==> src/verilog/ooo_pkg.sv <==
`default_nettype none

package ooo_pkg;

  localparam int data_w = 32;
  localparam int reg_count = 8;

  typedef logic [$clog2(reg_count)-1:0] reg_idx_t;

  // wide enough for rob_depth up to 64; modules use the low bits.
  typedef logic [5:0] tag_t;

  typedef enum logic [3:0] {
    op_add = 4'd0,
    op_sub = 4'd1,
    op_and = 4'd2,
    op_or  = 4'd3,
    op_xor = 4'd4,
    op_sll = 4'd5,
    op_srl = 4'd6,
    op_mul = 4'd7
  } alu_op_t;

  typedef struct packed {
    alu_op_t     op;
    logic        fmt;
    reg_idx_t    rd;
    reg_idx_t    rs1;
    reg_idx_t    rs2;
    logic [17:0] spare;
  } instr_rr_t;

  typedef struct packed {
    alu_op_t            op;
    logic               fmt;
    reg_idx_t           rd;
    reg_idx_t           rs1;
    logic [4:0]         spare;
    logic signed [15:0] imm;
  } instr_ri_t;

  typedef union packed {
    instr_rr_t rr;
    instr_ri_t ri;
  } instr_word_u;

  typedef struct packed {
    logic [data_w-1:0] value;
    logic              ready;
    tag_t              tag;
  } operand_t;

  // pick up a broadcast for an operand still waiting on its tag.
  function automatic operand_t snoop(operand_t opnd, logic bus_valid, tag_t bus_tag,
                                     logic [data_w-1:0] bus_data);
    operand_t res;
    res = opnd;
    if (!opnd.ready && bus_valid && bus_tag == opnd.tag) begin
      res.value = bus_data;
      res.ready = 1'b1;
    end
    return res;
  endfunction

endpackage

`default_nettype wire

==> src/verilog/common_data_bus_if.sv <==
`default_nettype none

interface common_data_bus_if import ooo_pkg::*; ();

  logic              valid;
  tag_t              tag;
  logic [data_w-1:0] data;
  // high when the multiply pipe owns the bus.
  logic              is_mul;

  modport driver (
    output valid, tag, data, is_mul
  );

  modport listener (
    input valid, tag, data, is_mul
  );

endinterface

`default_nettype wire

==> src/verilog/instr_issue_if.sv <==
`default_nettype none

interface instr_issue_if import ooo_pkg::*; ();

  logic     valid;
  alu_op_t  op;
  tag_t     tag;
  reg_idx_t dest;
  operand_t op1;
  operand_t op2;

  modport driver (
    output valid, op, tag, dest, op1, op2
  );

  modport receiver (
    input valid, op, tag, dest, op1, op2
  );

  // rob only needs to know that an entry was taken.
  modport listener (
    input valid, tag, dest
  );

endinterface

`default_nettype wire

==> src/verilog/alu_station.sv <==
`default_nettype none

module alu_station import ooo_pkg::*; #(
  parameter int station_depth = 4
) (
  input  logic                clk,
  input  logic                rst_n,
  instr_issue_if.receiver     issue,
  common_data_bus_if.driver   cdb,
  output logic                station_full
);

  localparam int sel_w = (station_depth > 1) ? $clog2(station_depth) : 1;
  localparam int cnt_w = $clog2(station_depth + 1);

  logic     ent_valid [station_depth];
  alu_op_t  ent_op    [station_depth];
  tag_t     ent_tag   [station_depth];
  operand_t ent_a     [station_depth];
  operand_t ent_b     [station_depth];

  logic [cnt_w-1:0]  used;
  logic [sel_w-1:0]  sel_idx;
  logic [sel_w-1:0]  free_idx;
  logic              sel_found;
  logic              mul_sel;
  logic              alu_fire;
  logic [data_w-1:0] alu_result;

  // multiply pipe holds operands, then the product.
  logic              m1_valid;
  logic [data_w-1:0] m1_a;
  logic [data_w-1:0] m1_b;
  tag_t              m1_tag;
  logic              m2_valid;
  logic [data_w-1:0] m2_data;
  tag_t              m2_tag;

  function automatic logic [data_w-1:0] alu_calc(alu_op_t op, logic [data_w-1:0] a,
                                                 logic [data_w-1:0] b);
    case (op)
      op_add:  return a + b;
      op_sub:  return a - b;
      op_and:  return a & b;
      op_or:   return a | b;
      op_xor:  return a ^ b;
      op_sll:  return a << b[4:0];
      op_srl:  return a >> b[4:0];
      default: return '0;
    endcase
  endfunction

  ////////////////////////////////////////
  // select and occupancy.
  ////////////////////////////////////////

  // walk downward so the lowest index wins.
  always_comb begin
    used      = '0;
    sel_found = 1'b0;
    sel_idx   = '0;
    free_idx  = '0;
    for (int i = station_depth - 1; i >= 0; i--) begin
      if (ent_valid[i]) begin
        used = used + 1'b1;
      end else begin
        free_idx = sel_w'(i);
      end
      // alu ops hold off while the multiply result owns the bus.
      if (ent_valid[i] && ent_a[i].ready && ent_b[i].ready &&
          (ent_op[i] == op_mul || !m2_valid)) begin
        sel_found = 1'b1;
        sel_idx   = sel_w'(i);
      end
    end
  end

  // the word still in the issue register needs a slot too.
  assign station_full = (int'(used) + int'(issue.valid)) >= station_depth;

  assign mul_sel    = sel_found && ent_op[sel_idx] == op_mul;
  assign alu_fire   = sel_found && !mul_sel;
  assign alu_result = alu_calc(ent_op[sel_idx], ent_a[sel_idx].value, ent_b[sel_idx].value);

  assign cdb.valid  = m2_valid || alu_fire;
  assign cdb.is_mul = m2_valid;
  assign cdb.tag    = m2_valid ? m2_tag : ent_tag[sel_idx];
  assign cdb.data   = m2_valid ? m2_data : alu_result;

  ////////////////////////////////////////
  // state.
  ////////////////////////////////////////

  always_ff @(posedge clk) begin
    if (!rst_n) begin
      for (int i = 0; i < station_depth; i++) begin
        ent_valid[i] <= 1'b0;
      end
      m1_valid <= 1'b0;
      m2_valid <= 1'b0;
    end else begin
      if (sel_found) begin
        ent_valid[sel_idx] <= 1'b0;
      end
      if (issue.valid) begin
        ent_valid[free_idx] <= 1'b1;
      end
      m1_valid <= mul_sel;
      m2_valid <= m1_valid;
    end
  end

  always_ff @(posedge clk) begin
    for (int i = 0; i < station_depth; i++) begin
      ent_a[i] <= snoop(ent_a[i], cdb.valid, cdb.tag, cdb.data);
      ent_b[i] <= snoop(ent_b[i], cdb.valid, cdb.tag, cdb.data);
    end
    if (issue.valid) begin
      ent_op[free_idx]  <= issue.op;
      ent_tag[free_idx] <= issue.tag;
      ent_a[free_idx]   <= snoop(issue.op1, cdb.valid, cdb.tag, cdb.data);
      ent_b[free_idx]   <= snoop(issue.op2, cdb.valid, cdb.tag, cdb.data);
    end
    m1_a    <= ent_a[sel_idx].value;
    m1_b    <= ent_b[sel_idx].value;
    m1_tag  <= ent_tag[sel_idx];
    m2_data <= m1_a * m1_b;
    m2_tag  <= m1_tag;
  end

endmodule

`default_nettype wire

==> src/verilog/dispatch.sv <==
`default_nettype none

module dispatch import ooo_pkg::*; (
  input  logic                clk,
  input  logic                rst_n,
  input  logic                instr_valid,
  input  instr_word_u         instr,
  output logic                instr_ready,
  input  logic                station_full,
  input  logic                rob_full,
  input  tag_t                next_tag,
  output reg_idx_t            query_rs1,
  output reg_idx_t            query_rs2,
  input  operand_t            query_op1,
  input  operand_t            query_op2,
  output logic                rename_valid,
  output reg_idx_t            rename_reg,
  output tag_t                rename_tag,
  common_data_bus_if.listener cdb,
  instr_issue_if.driver       issue
);

  logic     accept;
  alu_op_t  dec_op;
  reg_idx_t dec_rd;
  operand_t dec_op1;
  operand_t dec_op2;

  ////////////////////////////////////////
  // decode.
  ////////////////////////////////////////

  always_comb begin
    dec_op    = instr.rr.op;
    dec_rd    = instr.rr.rd;
    query_rs1 = instr.rr.rs1;
    query_rs2 = '0;
    dec_op1   = query_op1;
    if (instr.ri.fmt) begin
      dec_op2.value = {{(data_w-16){instr.ri.imm[15]}}, instr.ri.imm};
      dec_op2.ready = 1'b1;
      dec_op2.tag   = '0;
    end else begin
      query_rs2 = instr.rr.rs2;
      dec_op2   = query_op2;
    end
  end

  assign instr_ready = !station_full && !rob_full;
  assign accept      = instr_valid && instr_ready;

  // dest is renamed on the accept edge so the next word sees the new tag.
  assign rename_valid = accept;
  assign rename_reg   = dec_rd;
  assign rename_tag   = next_tag;

  ////////////////////////////////////////
  // issue register.
  ////////////////////////////////////////

  always_ff @(posedge clk) begin
    if (!rst_n) begin
      issue.valid <= 1'b0;
    end else begin
      issue.valid <= accept;
    end
  end

  always_ff @(posedge clk) begin
    if (accept) begin
      issue.op   <= dec_op;
      issue.tag  <= next_tag;
      issue.dest <= dec_rd;
      // a result on the bus right now would never be seen again.
      issue.op1  <= snoop(dec_op1, cdb.valid, cdb.tag, cdb.data);
      issue.op2  <= snoop(dec_op2, cdb.valid, cdb.tag, cdb.data);
    end
  end

endmodule

`default_nettype wire

==> src/verilog/ooo_core.sv <==
`default_nettype none

module ooo_core import ooo_pkg::*; #(
  parameter int rob_depth = 8,
  parameter int station_depth = 4
) (
  input  logic              clk,
  input  logic              rst_n,
  input  logic              instr_valid,
  input  logic [data_w-1:0] instr,
  output logic              instr_ready,
  output logic              commit_valid,
  output reg_idx_t          commit_reg,
  output logic [data_w-1:0] commit_data
);

  common_data_bus_if cdb ();
  instr_issue_if     issue ();

  logic     station_full;
  logic     rob_full;
  tag_t     next_tag;
  reg_idx_t query_rs1;
  reg_idx_t query_rs2;
  operand_t query_op1;
  operand_t query_op2;
  logic     rename_valid;
  reg_idx_t rename_reg;
  tag_t     rename_tag;
  tag_t     commit_tag;

  ////////////////////////////////////////
  // front end.
  ////////////////////////////////////////

  dispatch disp (
    .clk          (clk),
    .rst_n        (rst_n),
    .instr_valid  (instr_valid),
    .instr        (instr),
    .instr_ready  (instr_ready),
    .station_full (station_full),
    .rob_full     (rob_full),
    .next_tag     (next_tag),
    .query_rs1    (query_rs1),
    .query_rs2    (query_rs2),
    .query_op1    (query_op1),
    .query_op2    (query_op2),
    .rename_valid (rename_valid),
    .rename_reg   (rename_reg),
    .rename_tag   (rename_tag),
    .cdb          (cdb),
    .issue        (issue)
  );

  register_file regs (
    .clk          (clk),
    .rst_n        (rst_n),
    .query_rs1    (query_rs1),
    .query_rs2    (query_rs2),
    .query_op1    (query_op1),
    .query_op2    (query_op2),
    .rename_valid (rename_valid),
    .rename_reg   (rename_reg),
    .rename_tag   (rename_tag),
    .commit_valid (commit_valid),
    .commit_reg   (commit_reg),
    .commit_data  (commit_data),
    .commit_tag   (commit_tag)
  );

  ////////////////////////////////////////
  // execute and retire.
  ////////////////////////////////////////

  alu_station #(station_depth) alu_rs (
    .clk          (clk),
    .rst_n        (rst_n),
    .issue        (issue),
    .cdb          (cdb),
    .station_full (station_full)
  );

  reorder_buffer #(rob_depth) rob (
    .clk          (clk),
    .rst_n        (rst_n),
    .issue        (issue),
    .cdb          (cdb),
    .rob_full     (rob_full),
    .next_tag     (next_tag),
    .commit_valid (commit_valid),
    .commit_reg   (commit_reg),
    .commit_data  (commit_data),
    .commit_tag   (commit_tag)
  );

endmodule

`default_nettype wire

==> src/verilog/register_file.sv <==
`default_nettype none

module register_file import ooo_pkg::*; (
  input  logic              clk,
  input  logic              rst_n,
  input  reg_idx_t          query_rs1,
  input  reg_idx_t          query_rs2,
  output operand_t          query_op1,
  output operand_t          query_op2,
  input  logic              rename_valid,
  input  reg_idx_t          rename_reg,
  input  tag_t              rename_tag,
  input  logic              commit_valid,
  input  reg_idx_t          commit_reg,
  input  logic [data_w-1:0] commit_data,
  input  tag_t              commit_tag
);

  logic [data_w-1:0] reg_value [reg_count];
  logic              reg_pend  [reg_count];
  tag_t              reg_tag   [reg_count];

  // same-cycle commit of the awaited tag counts as ready.
  function automatic operand_t lookup(reg_idx_t r);
    operand_t o;
    o.value = reg_value[r];
    o.ready = !reg_pend[r];
    o.tag   = reg_tag[r];
    if (commit_valid && commit_reg == r && commit_tag == reg_tag[r]) begin
      o.value = commit_data;
      o.ready = 1'b1;
    end
    return o;
  endfunction

  always_comb begin
    query_op1 = lookup(query_rs1);
    query_op2 = lookup(query_rs2);
  end

  always_ff @(posedge clk) begin
    if (!rst_n) begin
      for (int i = 0; i < reg_count; i++) begin
        reg_value[i] <= '0;
        reg_pend[i]  <= 1'b0;
        reg_tag[i]   <= '0;
      end
    end else begin
      if (commit_valid) begin
        reg_value[commit_reg] <= commit_data;
        // a younger rename keeps the register pending.
        if (reg_tag[commit_reg] == commit_tag) begin
          reg_pend[commit_reg] <= 1'b0;
        end
      end
      if (rename_valid) begin
        reg_pend[rename_reg] <= 1'b1;
        reg_tag[rename_reg]  <= rename_tag;
      end
    end
  end

endmodule

`default_nettype wire

==> src/verilog/reorder_buffer.sv <==
`default_nettype none

module reorder_buffer import ooo_pkg::*; #(
  parameter int rob_depth = 8
) (
  input  logic                clk,
  input  logic                rst_n,
  instr_issue_if.listener     issue,
  common_data_bus_if.listener cdb,
  output logic                rob_full,
  output tag_t                next_tag,
  output logic                commit_valid,
  output reg_idx_t            commit_reg,
  output logic [data_w-1:0]   commit_data,
  output tag_t                commit_tag
);

  localparam int idx_w = (rob_depth > 1) ? $clog2(rob_depth) : 1;
  localparam int cnt_w = $clog2(rob_depth + 1);

  typedef logic [idx_w-1:0] idx_t;

  logic              ent_valid [rob_depth];
  logic              ent_done  [rob_depth];
  reg_idx_t          ent_reg   [rob_depth];
  logic [data_w-1:0] ent_data  [rob_depth];

  idx_t             head;
  idx_t             tail;
  logic [cnt_w-1:0] count;
  logic             done_waiting;

  function automatic idx_t step(idx_t p);
    return (p == idx_t'(rob_depth - 1)) ? '0 : p + 1'b1;
  endfunction

  assign commit_valid = ent_valid[head] && ent_done[head];
  assign commit_reg   = ent_reg[head];
  assign commit_data  = ent_data[head];
  assign commit_tag   = tag_t'(head);

  // the issue register holds a word whose entry is not taken yet.
  assign next_tag = tag_t'(issue.valid ? step(tail) : tail);

  // finished results behind the head are invisible to the register file,
  // so a new reader could miss them.
  always_comb begin
    done_waiting = 1'b0;
    for (int i = 0; i < rob_depth; i++) begin
      if (ent_valid[i] && ent_done[i] && idx_t'(i) != head) begin
        done_waiting = 1'b1;
      end
    end
  end

  assign rob_full = (int'(count) + int'(issue.valid)) >= rob_depth || done_waiting;

  always_ff @(posedge clk) begin
    if (!rst_n) begin
      head  <= '0;
      tail  <= '0;
      count <= '0;
      for (int i = 0; i < rob_depth; i++) begin
        ent_valid[i] <= 1'b0;
        ent_done[i]  <= 1'b0;
      end
    end else begin
      if (issue.valid) begin
        ent_valid[tail] <= 1'b1;
        ent_done[tail]  <= 1'b0;
        tail            <= step(tail);
      end
      if (cdb.valid) begin
        ent_done[cdb.tag[idx_w-1:0]] <= 1'b1;
      end
      if (commit_valid) begin
        ent_valid[head] <= 1'b0;
        head            <= step(head);
      end
      count <= count + cnt_w'(issue.valid) - cnt_w'(commit_valid);
    end
  end

  always_ff @(posedge clk) begin
    if (issue.valid) begin
      ent_reg[tail] <= issue.dest;
    end
    if (cdb.valid) begin
      ent_data[cdb.tag[idx_w-1:0]] <= cdb.data;
    end
  end

endmodule

`default_nettype wire

==> config.mk <==
export PLATFORM = sky130hd
export DESIGN_NAME = ooo_core
export DESIGN_NICKNAME = d
export VERILOG_FILES = /design/src/verilog/ooo_pkg.sv /design/src/verilog/common_data_bus_if.sv /design/src/verilog/instr_issue_if.sv /design/src/verilog/alu_station.sv /design/src/verilog/dispatch.sv /design/src/verilog/ooo_core.sv /design/src/verilog/register_file.sv /design/src/verilog/reorder_buffer.sv
export SDC_FILE = /design/constraint.sdc
export NUM_CORES = 2
export LEC_CHECK = 0
export ABC_CLOCK_PERIOD_IN_PS = 13300
export BUFFER_PORTS_ARGS = -buffer_cell sky130_fd_sc_hd__buf_2
export CAP_MARGIN = 20
export CORE_MARGIN = 4
export CORE_UTILIZATION = 60
export CTS_CLUSTER_SIZE = 14
export DETAILED_ROUTE_END_ITERATION = 8
export GPL_TIMING_DRIVEN = 0
export PLACE_DENSITY = 0.81
export SYNTH_ARGS = -nofsm -noshare
export SYNTH_HDL_FRONTEND = slang
export SYNTH_HIERARCHICAL = 1
export SYNTH_SLANG_ARGS = --single-unit
==> constraint.sdc <==
create_clock -name clk -period 13.3 [get_ports clk]
set_input_delay 0 -clock clk [delete_from_list [all_inputs] [get_ports clk]]
set_output_delay 0 -clock clk [all_outputs]
set_load 0.02 [all_outputs]
After elaboration in Yosys (flattened, before gate mapping)
Memory sizes are Yosys's and may differ from the RTL's. A register that Yosys moved wholly into a read port is not among the register bits.
Cells that the tools add are included.
- flip-flop bits (word level): 212
- memory bits (writable): 940
- output and inout bits: 37
- word-level logic and storage cells: 293
- memories: 12
- memories (name ; depth ; width ; read ports ; clocked after Yosys merged registers in ; wr ports ; RTL line ; source):
    regs.reg_value ; 8 ; 32 ; 2 ; 0 ; 8 ; register_file.sv:19 ; logic [data_w-1:0] reg_value [reg_count];
    rob.ent_data ; 8 ; 32 ; 1 ; 1 ; 1 ; reorder_buffer.sv:26 ; logic [data_w-1:0] ent_data [rob_depth];
    alu_rs.ent_a ; 4 ; 39 ; 5 ; 0 ; 5 ; alu_station.sv:19 ; operand_t ent_a [station_depth];
    alu_rs.ent_b ; 4 ; 39 ; 5 ; 0 ; 5 ; alu_station.sv:20 ; operand_t ent_b [station_depth];
    alu_rs.ent_tag ; 4 ; 6 ; 1 ; 0 ; 1 ; alu_station.sv:18 ; tag_t ent_tag [station_depth];
    regs.reg_tag ; 8 ; 3 ; 3 ; 0 ; 8 ; register_file.sv:21 ; tag_t reg_tag [reg_count];
    +6 memories ; -- ; -- ; -- ; -- ; -- ; -- ;
- add/subtract/negate cells: 11
- multiply operators: 1
- order comparisons: 2
- eq/ne operators: 37
- shift-type cells: 2
- mux-type cells: 108
- bitwise gates (word level): 3
- reduce and logical (&&, ||, !) cells: 97
- operators by type and width (operator ; count):
    $mux W33 ; 16
    $pmux W32 S7 ; 1
    $eq A6 B6 Y1 ; 12
    $mux W3 ; 24
    $mux W32 ; 2
    $logic_and A1 B1 Y1 ; 61
    $mux W1 ; 53
    $mux W39 ; 1
    $add A32 B32 Y32 ; 1
    $and A32 B32 Y32 ; 1
    $eq A4 B3 Y1 const B ; 8
    $ge A32 B4 Y1 const B ; 1
    $ge A32 B5 Y1 const B ; 1
    $mul A32 B32 Y32 ; 1
    $or A32 B32 Y32 ; 1
    $reduce_or A32 Y1 ; 1
    $shl A32 B5 Y32 ; 1
    $shr A32 B5 Y32 ; 1
    $sub A32 B32 Y32 ; 1
    $xor A32 B32 Y32 ; 1
    $mux W2 ; 10
    $logic_not A1 Y1 ; 18
    $add A3 B1 Y3 const B ; 4
    $eq A3 B6 Y1 ; 2
    19 further kinds ; 38

Logic depth before layout (Yosys ltp)
An unclocked memory read counts as a cell.
- word-level depth: 20
- mapped depth: 30
- mapped depth without buffers: 26

Hierarchy
Netlist, hierarchy kept.
- by module, submodules not included (module ; instances ; cells an instance ; area an instance (um^2) ; sequential area each (um^2)):
    alu_station ; 1 ; 4612 ; 43852.1 ; 12852.3
    register_file ; 1 ; 1172 ; 17977.2 ; 9288.9
    reorder_buffer ; 1 ; 592 ; 12126.6 ; 8988.6
    dispatch ; 1 ; 273 ; 4372.9 ; 2752.6

Worst setup path before layout
No wires, ideal clock.
- kind: reg-to-reg
- start: reg alu_rs.m1_b[2] (read register of alu_rs.ent_b)
- end: reg alu_rs.m2_data[31]
- arrival: 6690 ps
- required time: 13228 ps
- path slack: 6538 ps
- cell stages (with the launch flop): 27
- path buffers: 2
- period minus slack after synthesis: 6762 ps
- cells stage by stage: dfxtp_1 -> clkbuf_1 -> clkbuf_1 -> nand2_1 -> fa_1 -> inv_1 -> fa_1 -> inv_1 -> fa_1 -> fa_1 -> inv_1 -> ha_1 -> ha_1 -> fa_1 -> fa_1 -> ha_1 -> a21o_1 -> a31o_2 -> a41oi_1 -> a21oi_1 -> o2111ai_1 -> a211o_1 -> o21ai_0 -> o21ai_0 -> o21ai_0 -> o41ai_1 -> xnor2_1
- longest elaborated chain between the ends: 1
- ends and longest elaborated chain (element ; RTL line ; source):
    from (decl) ; alu_station.sv:33 ; logic [data_w-1:0] m1_b;
    $mul A32 B32 Y32 ; alu_station.sv:127 ; m2_data <= m1_a * m1_b;
    to (signal assigned) ; alu_station.sv:127 ;
    to (decl) ; alu_station.sv:36 ; logic [data_w-1:0] m2_data;
No other way between the ends.
A chain may end at the register's enable or synchronous reset.

==> metrics.md <==
| Metric | Value |
|---|---|
| Crit path buf inv count | 7 |
| Max Buffers Root-to-Sink | 3 |
| Synthesized instance count | 6649 |
| CP max FO | 12 |
| Failing checks | design-rule violations |
| Residual DRC | around 150 |
| Port Buf Inserts | 66 |
| Layout cells sized above 1 | approximately 15% |
| Final Critical Period | ~11 ns |
| Area growth from synthesis to layout | 10.1% |
| Initial core utilization | between 60% and 70% |
| Die Y | 369 µm |
| Hpwl dp | ~220000 µm |
| Flops & latches, synth | around 1200 |
| Placed inst area | just over 80000 µm² |
| Mapped Area | between 70000 and 80000 µm² |
| Synth async-reset ratio | 0% |
| Synth top area cells | edfxtp_1 (39%), fa_1 (10%), mux4_2 (6.4%) |
| Final Hold Fails | 0 |
| Commonest non-fill, non-tap cell in the layout | edfxtp_1 |
| Remaining antenna violation count | 0 |
| Cell family with most CP delay | compound AO/OA/AOI/OAI gates |
| Clock Skew | roughly 0.074 ns |
| Final critical-path share of the clock period | between 80% and 90% |
| Post-synth EDFFs | a little over 1000 |
| GPL Wtd Cong | ~1.2 |
| Yosys cell types | 107 |
| Post-synth top area share | around two fifths |
| CTS H-tree depth | 3 |
| Synth Flop Type | edfxtp_1 |
| Avg Synthesized Cell Area | between 10 and 15 µm² |
| Unrepaired setup endpoints after global routing | false |
| Worst setup SP type | flip-flop |
| Crit Path Class | reg -> reg |
| FMAX | 93.4 MHz |
| CTS Sinks | roughly 1200 |
| Row count | 132 |
| Status | finished with violations |
| HP Class | in -> reg |
| Global Route Usage Sum | 43.1% |
| Number of CTS-inserted buffers | ~120 |
| CTS tree | built |
| I/O Pins | between 70 and 80 |
| Hold-fix buffers, CTS | 33 |
| Setup TNS | 0 ns |
| First-pass GRT wire length | between 400000 and 500000 µm |
| Reg clk slew, reported paths | roughly 0.07 ns |
| Design area | 86200 µm² |
| Routed vias | approximately 61000 |
| Initial antenna violation count | 19 |
| Yosys warning count | 6 |
| Vias in the first global route | around 60000 |
| Routed len/inst | between 30 and 40 µm |
| Synth area leader | edfxtp_1 |
| Setup Buffers After CTS | 0 |
| Die area | roughly 140000 µm² |
| Worst Setup End Kind | flip-flop |
| Data arrival, critical path | between 10 and 15 ns |
| Via/cell ratio | a little under 7 |
| CTS resizes | 0 |
| Clock root buffer | clkbuf_16 |
| Largest net degree at the start of global routing | 74 |
| Largest stage delay, worst path | ~0.89 ns |
| Max-slew violation count | 0 |
| Core Area | ~130000 µm² |
| Slowest cell on the critical path | mux2i_2 |
| Commonest cells after routing, fill and taps aside | edfxtp_1 (1027), nand2_1 (697), and2_1 (588), inv_1 (527), fa_1 (410) |
| Grt total ovfl | 0 |
| Setup Viol. Count Final | 0 |
| Initial drt markers | slightly below 10000 |
| Worst-Skew Late Latency | between 0.7 and 0.8 ns |
| Slew @ Worst Pin | about 1.4 ns |
| Critical Path RT | 13.76 ns |
| TritonRoute pass-1 iters | 9 |
| Max transition margin | slightly below 4% |
| Die Span X | ~370 µm |
| Max-Cap Viols | 0 |
| Final WL | just under 300000 µm |
| Layout net count | around 7600 |
| Register area share after synthesis | between 40% and 50% |
## final timing paths
kind | startpoint | to | slack [ns] | cells past startpoint
min reg2reg | alu_rs/m1_tag[3]$_DFF_P_ | alu_rs/m2_tag[3]$_DFF_P_ | 0.33 | 0
min | instr[26] | disp/issue.dest[2]$_DFFE_PP_ | 0.06 | 2
max | alu_rs/ent_op[1][3]$_DFFE_PP_ | disp/issue.op1[38]$_DFFE_PP_ | 2.59 | 29
max reg2reg | alu_rs/ent_op[1][3]$_DFFE_PP_ | disp/issue.op1[38]$_DFFE_PP_ | 2.59 | 29
## area by class of cell
cell class | instances | area, µm²
Antenna cell | 11 | 27.5
Buffer | 423 | 2020
Clock buffer | 146 | 3060
Clock inverter | 69 | 712
Fill cell | 9342 | 43400
Inverter | 542 | 2030
Multi-Input combinational cell | 4510 | 40600
Sequential cell | 1179 | 33900
Tap cell | 1742 | 2180
Timing Repair Buffer | 173 | 1700
## metal layers
layer	up-vias	wire length [µm]	GRT usage (%)
met2	5109	130000	65.2
met4	18	27000	29.7
met5	-	122	0
met1	29900	101000	53.6
met3	1369	38000	12.8
li1	24500	-	-
## cells by family (layout without fill, tap and decap cells)
| logic type | count (synthesis) | after routing | share of synthesized area [%] |
|---|---|---|---|
| other cells | 1 | 17 | 0.00479 |
| xor+xnor | 228 | 228 | 2.55 |
| simple gates | 1886 | 1886 | 12.2 |
| flops | 1179 | 1179 | 43.3 |
| buf+inv | 965 | 1353 | 5.18 |
| fa+ha+maj | 650 | 650 | 14.3 |
| compound gates | 1107 | 1107 | 9.99 |
| mux | 633 | 633 | 12.5 |
## per-stage QoR
step | setup slack, ns | hold slack [ns] | util, % | cells
2_1_floorplan | 6.54 | 0.0989 | - | 6654
3_3_place_gp | 2.82 | 0.181 | 62.4 | 8462
3_5_place_dp | 3.37 | 0.189 | 63.2 | 8519
4_1_cts | 3.29 | 0.00985 | 66.4 | 8767
5_1_grt | 2.77 | 0.00377 | 66.5 | 8788
6_report | 2.59 | 0.0566 | 66.5 | 8795
## synthesized netlist by cell type (26+ instances only)
cell / instances
edfxtp_1: 1027
nand2_1: 697
and2_1: 589
inv_1: 527
fa_1: 410
ha_1: 240
clkbuf_1: 237
mux2_2: 226
nor2_1: 226
o21ai_0: 225
mux4_2: 223
a21oi_1: 175
dfxtp_1: 152
xnor2_1: 152
mux2i_1: 117
buf_2: 100
a31oi_1: 89
a211oi_1: 84
xor2_1: 76
nor3_1: 73
o31ai_1: 67
and3_1: 59
mux2_4: 59
nand3_1: 59
a22oi_1: 48
o221ai_1: 47
nand2b_1: 35
nor2b_1: 34
buf_1: 33
buf_4: 33
a221oi_1: 32
a22o_1: 31
o22ai_1: 31
a221o_1: 28
nand4_1: 26
Power is not shown: default switching activity piles up to over one toggle a cycle in this logic, so the estimate is an artifact.
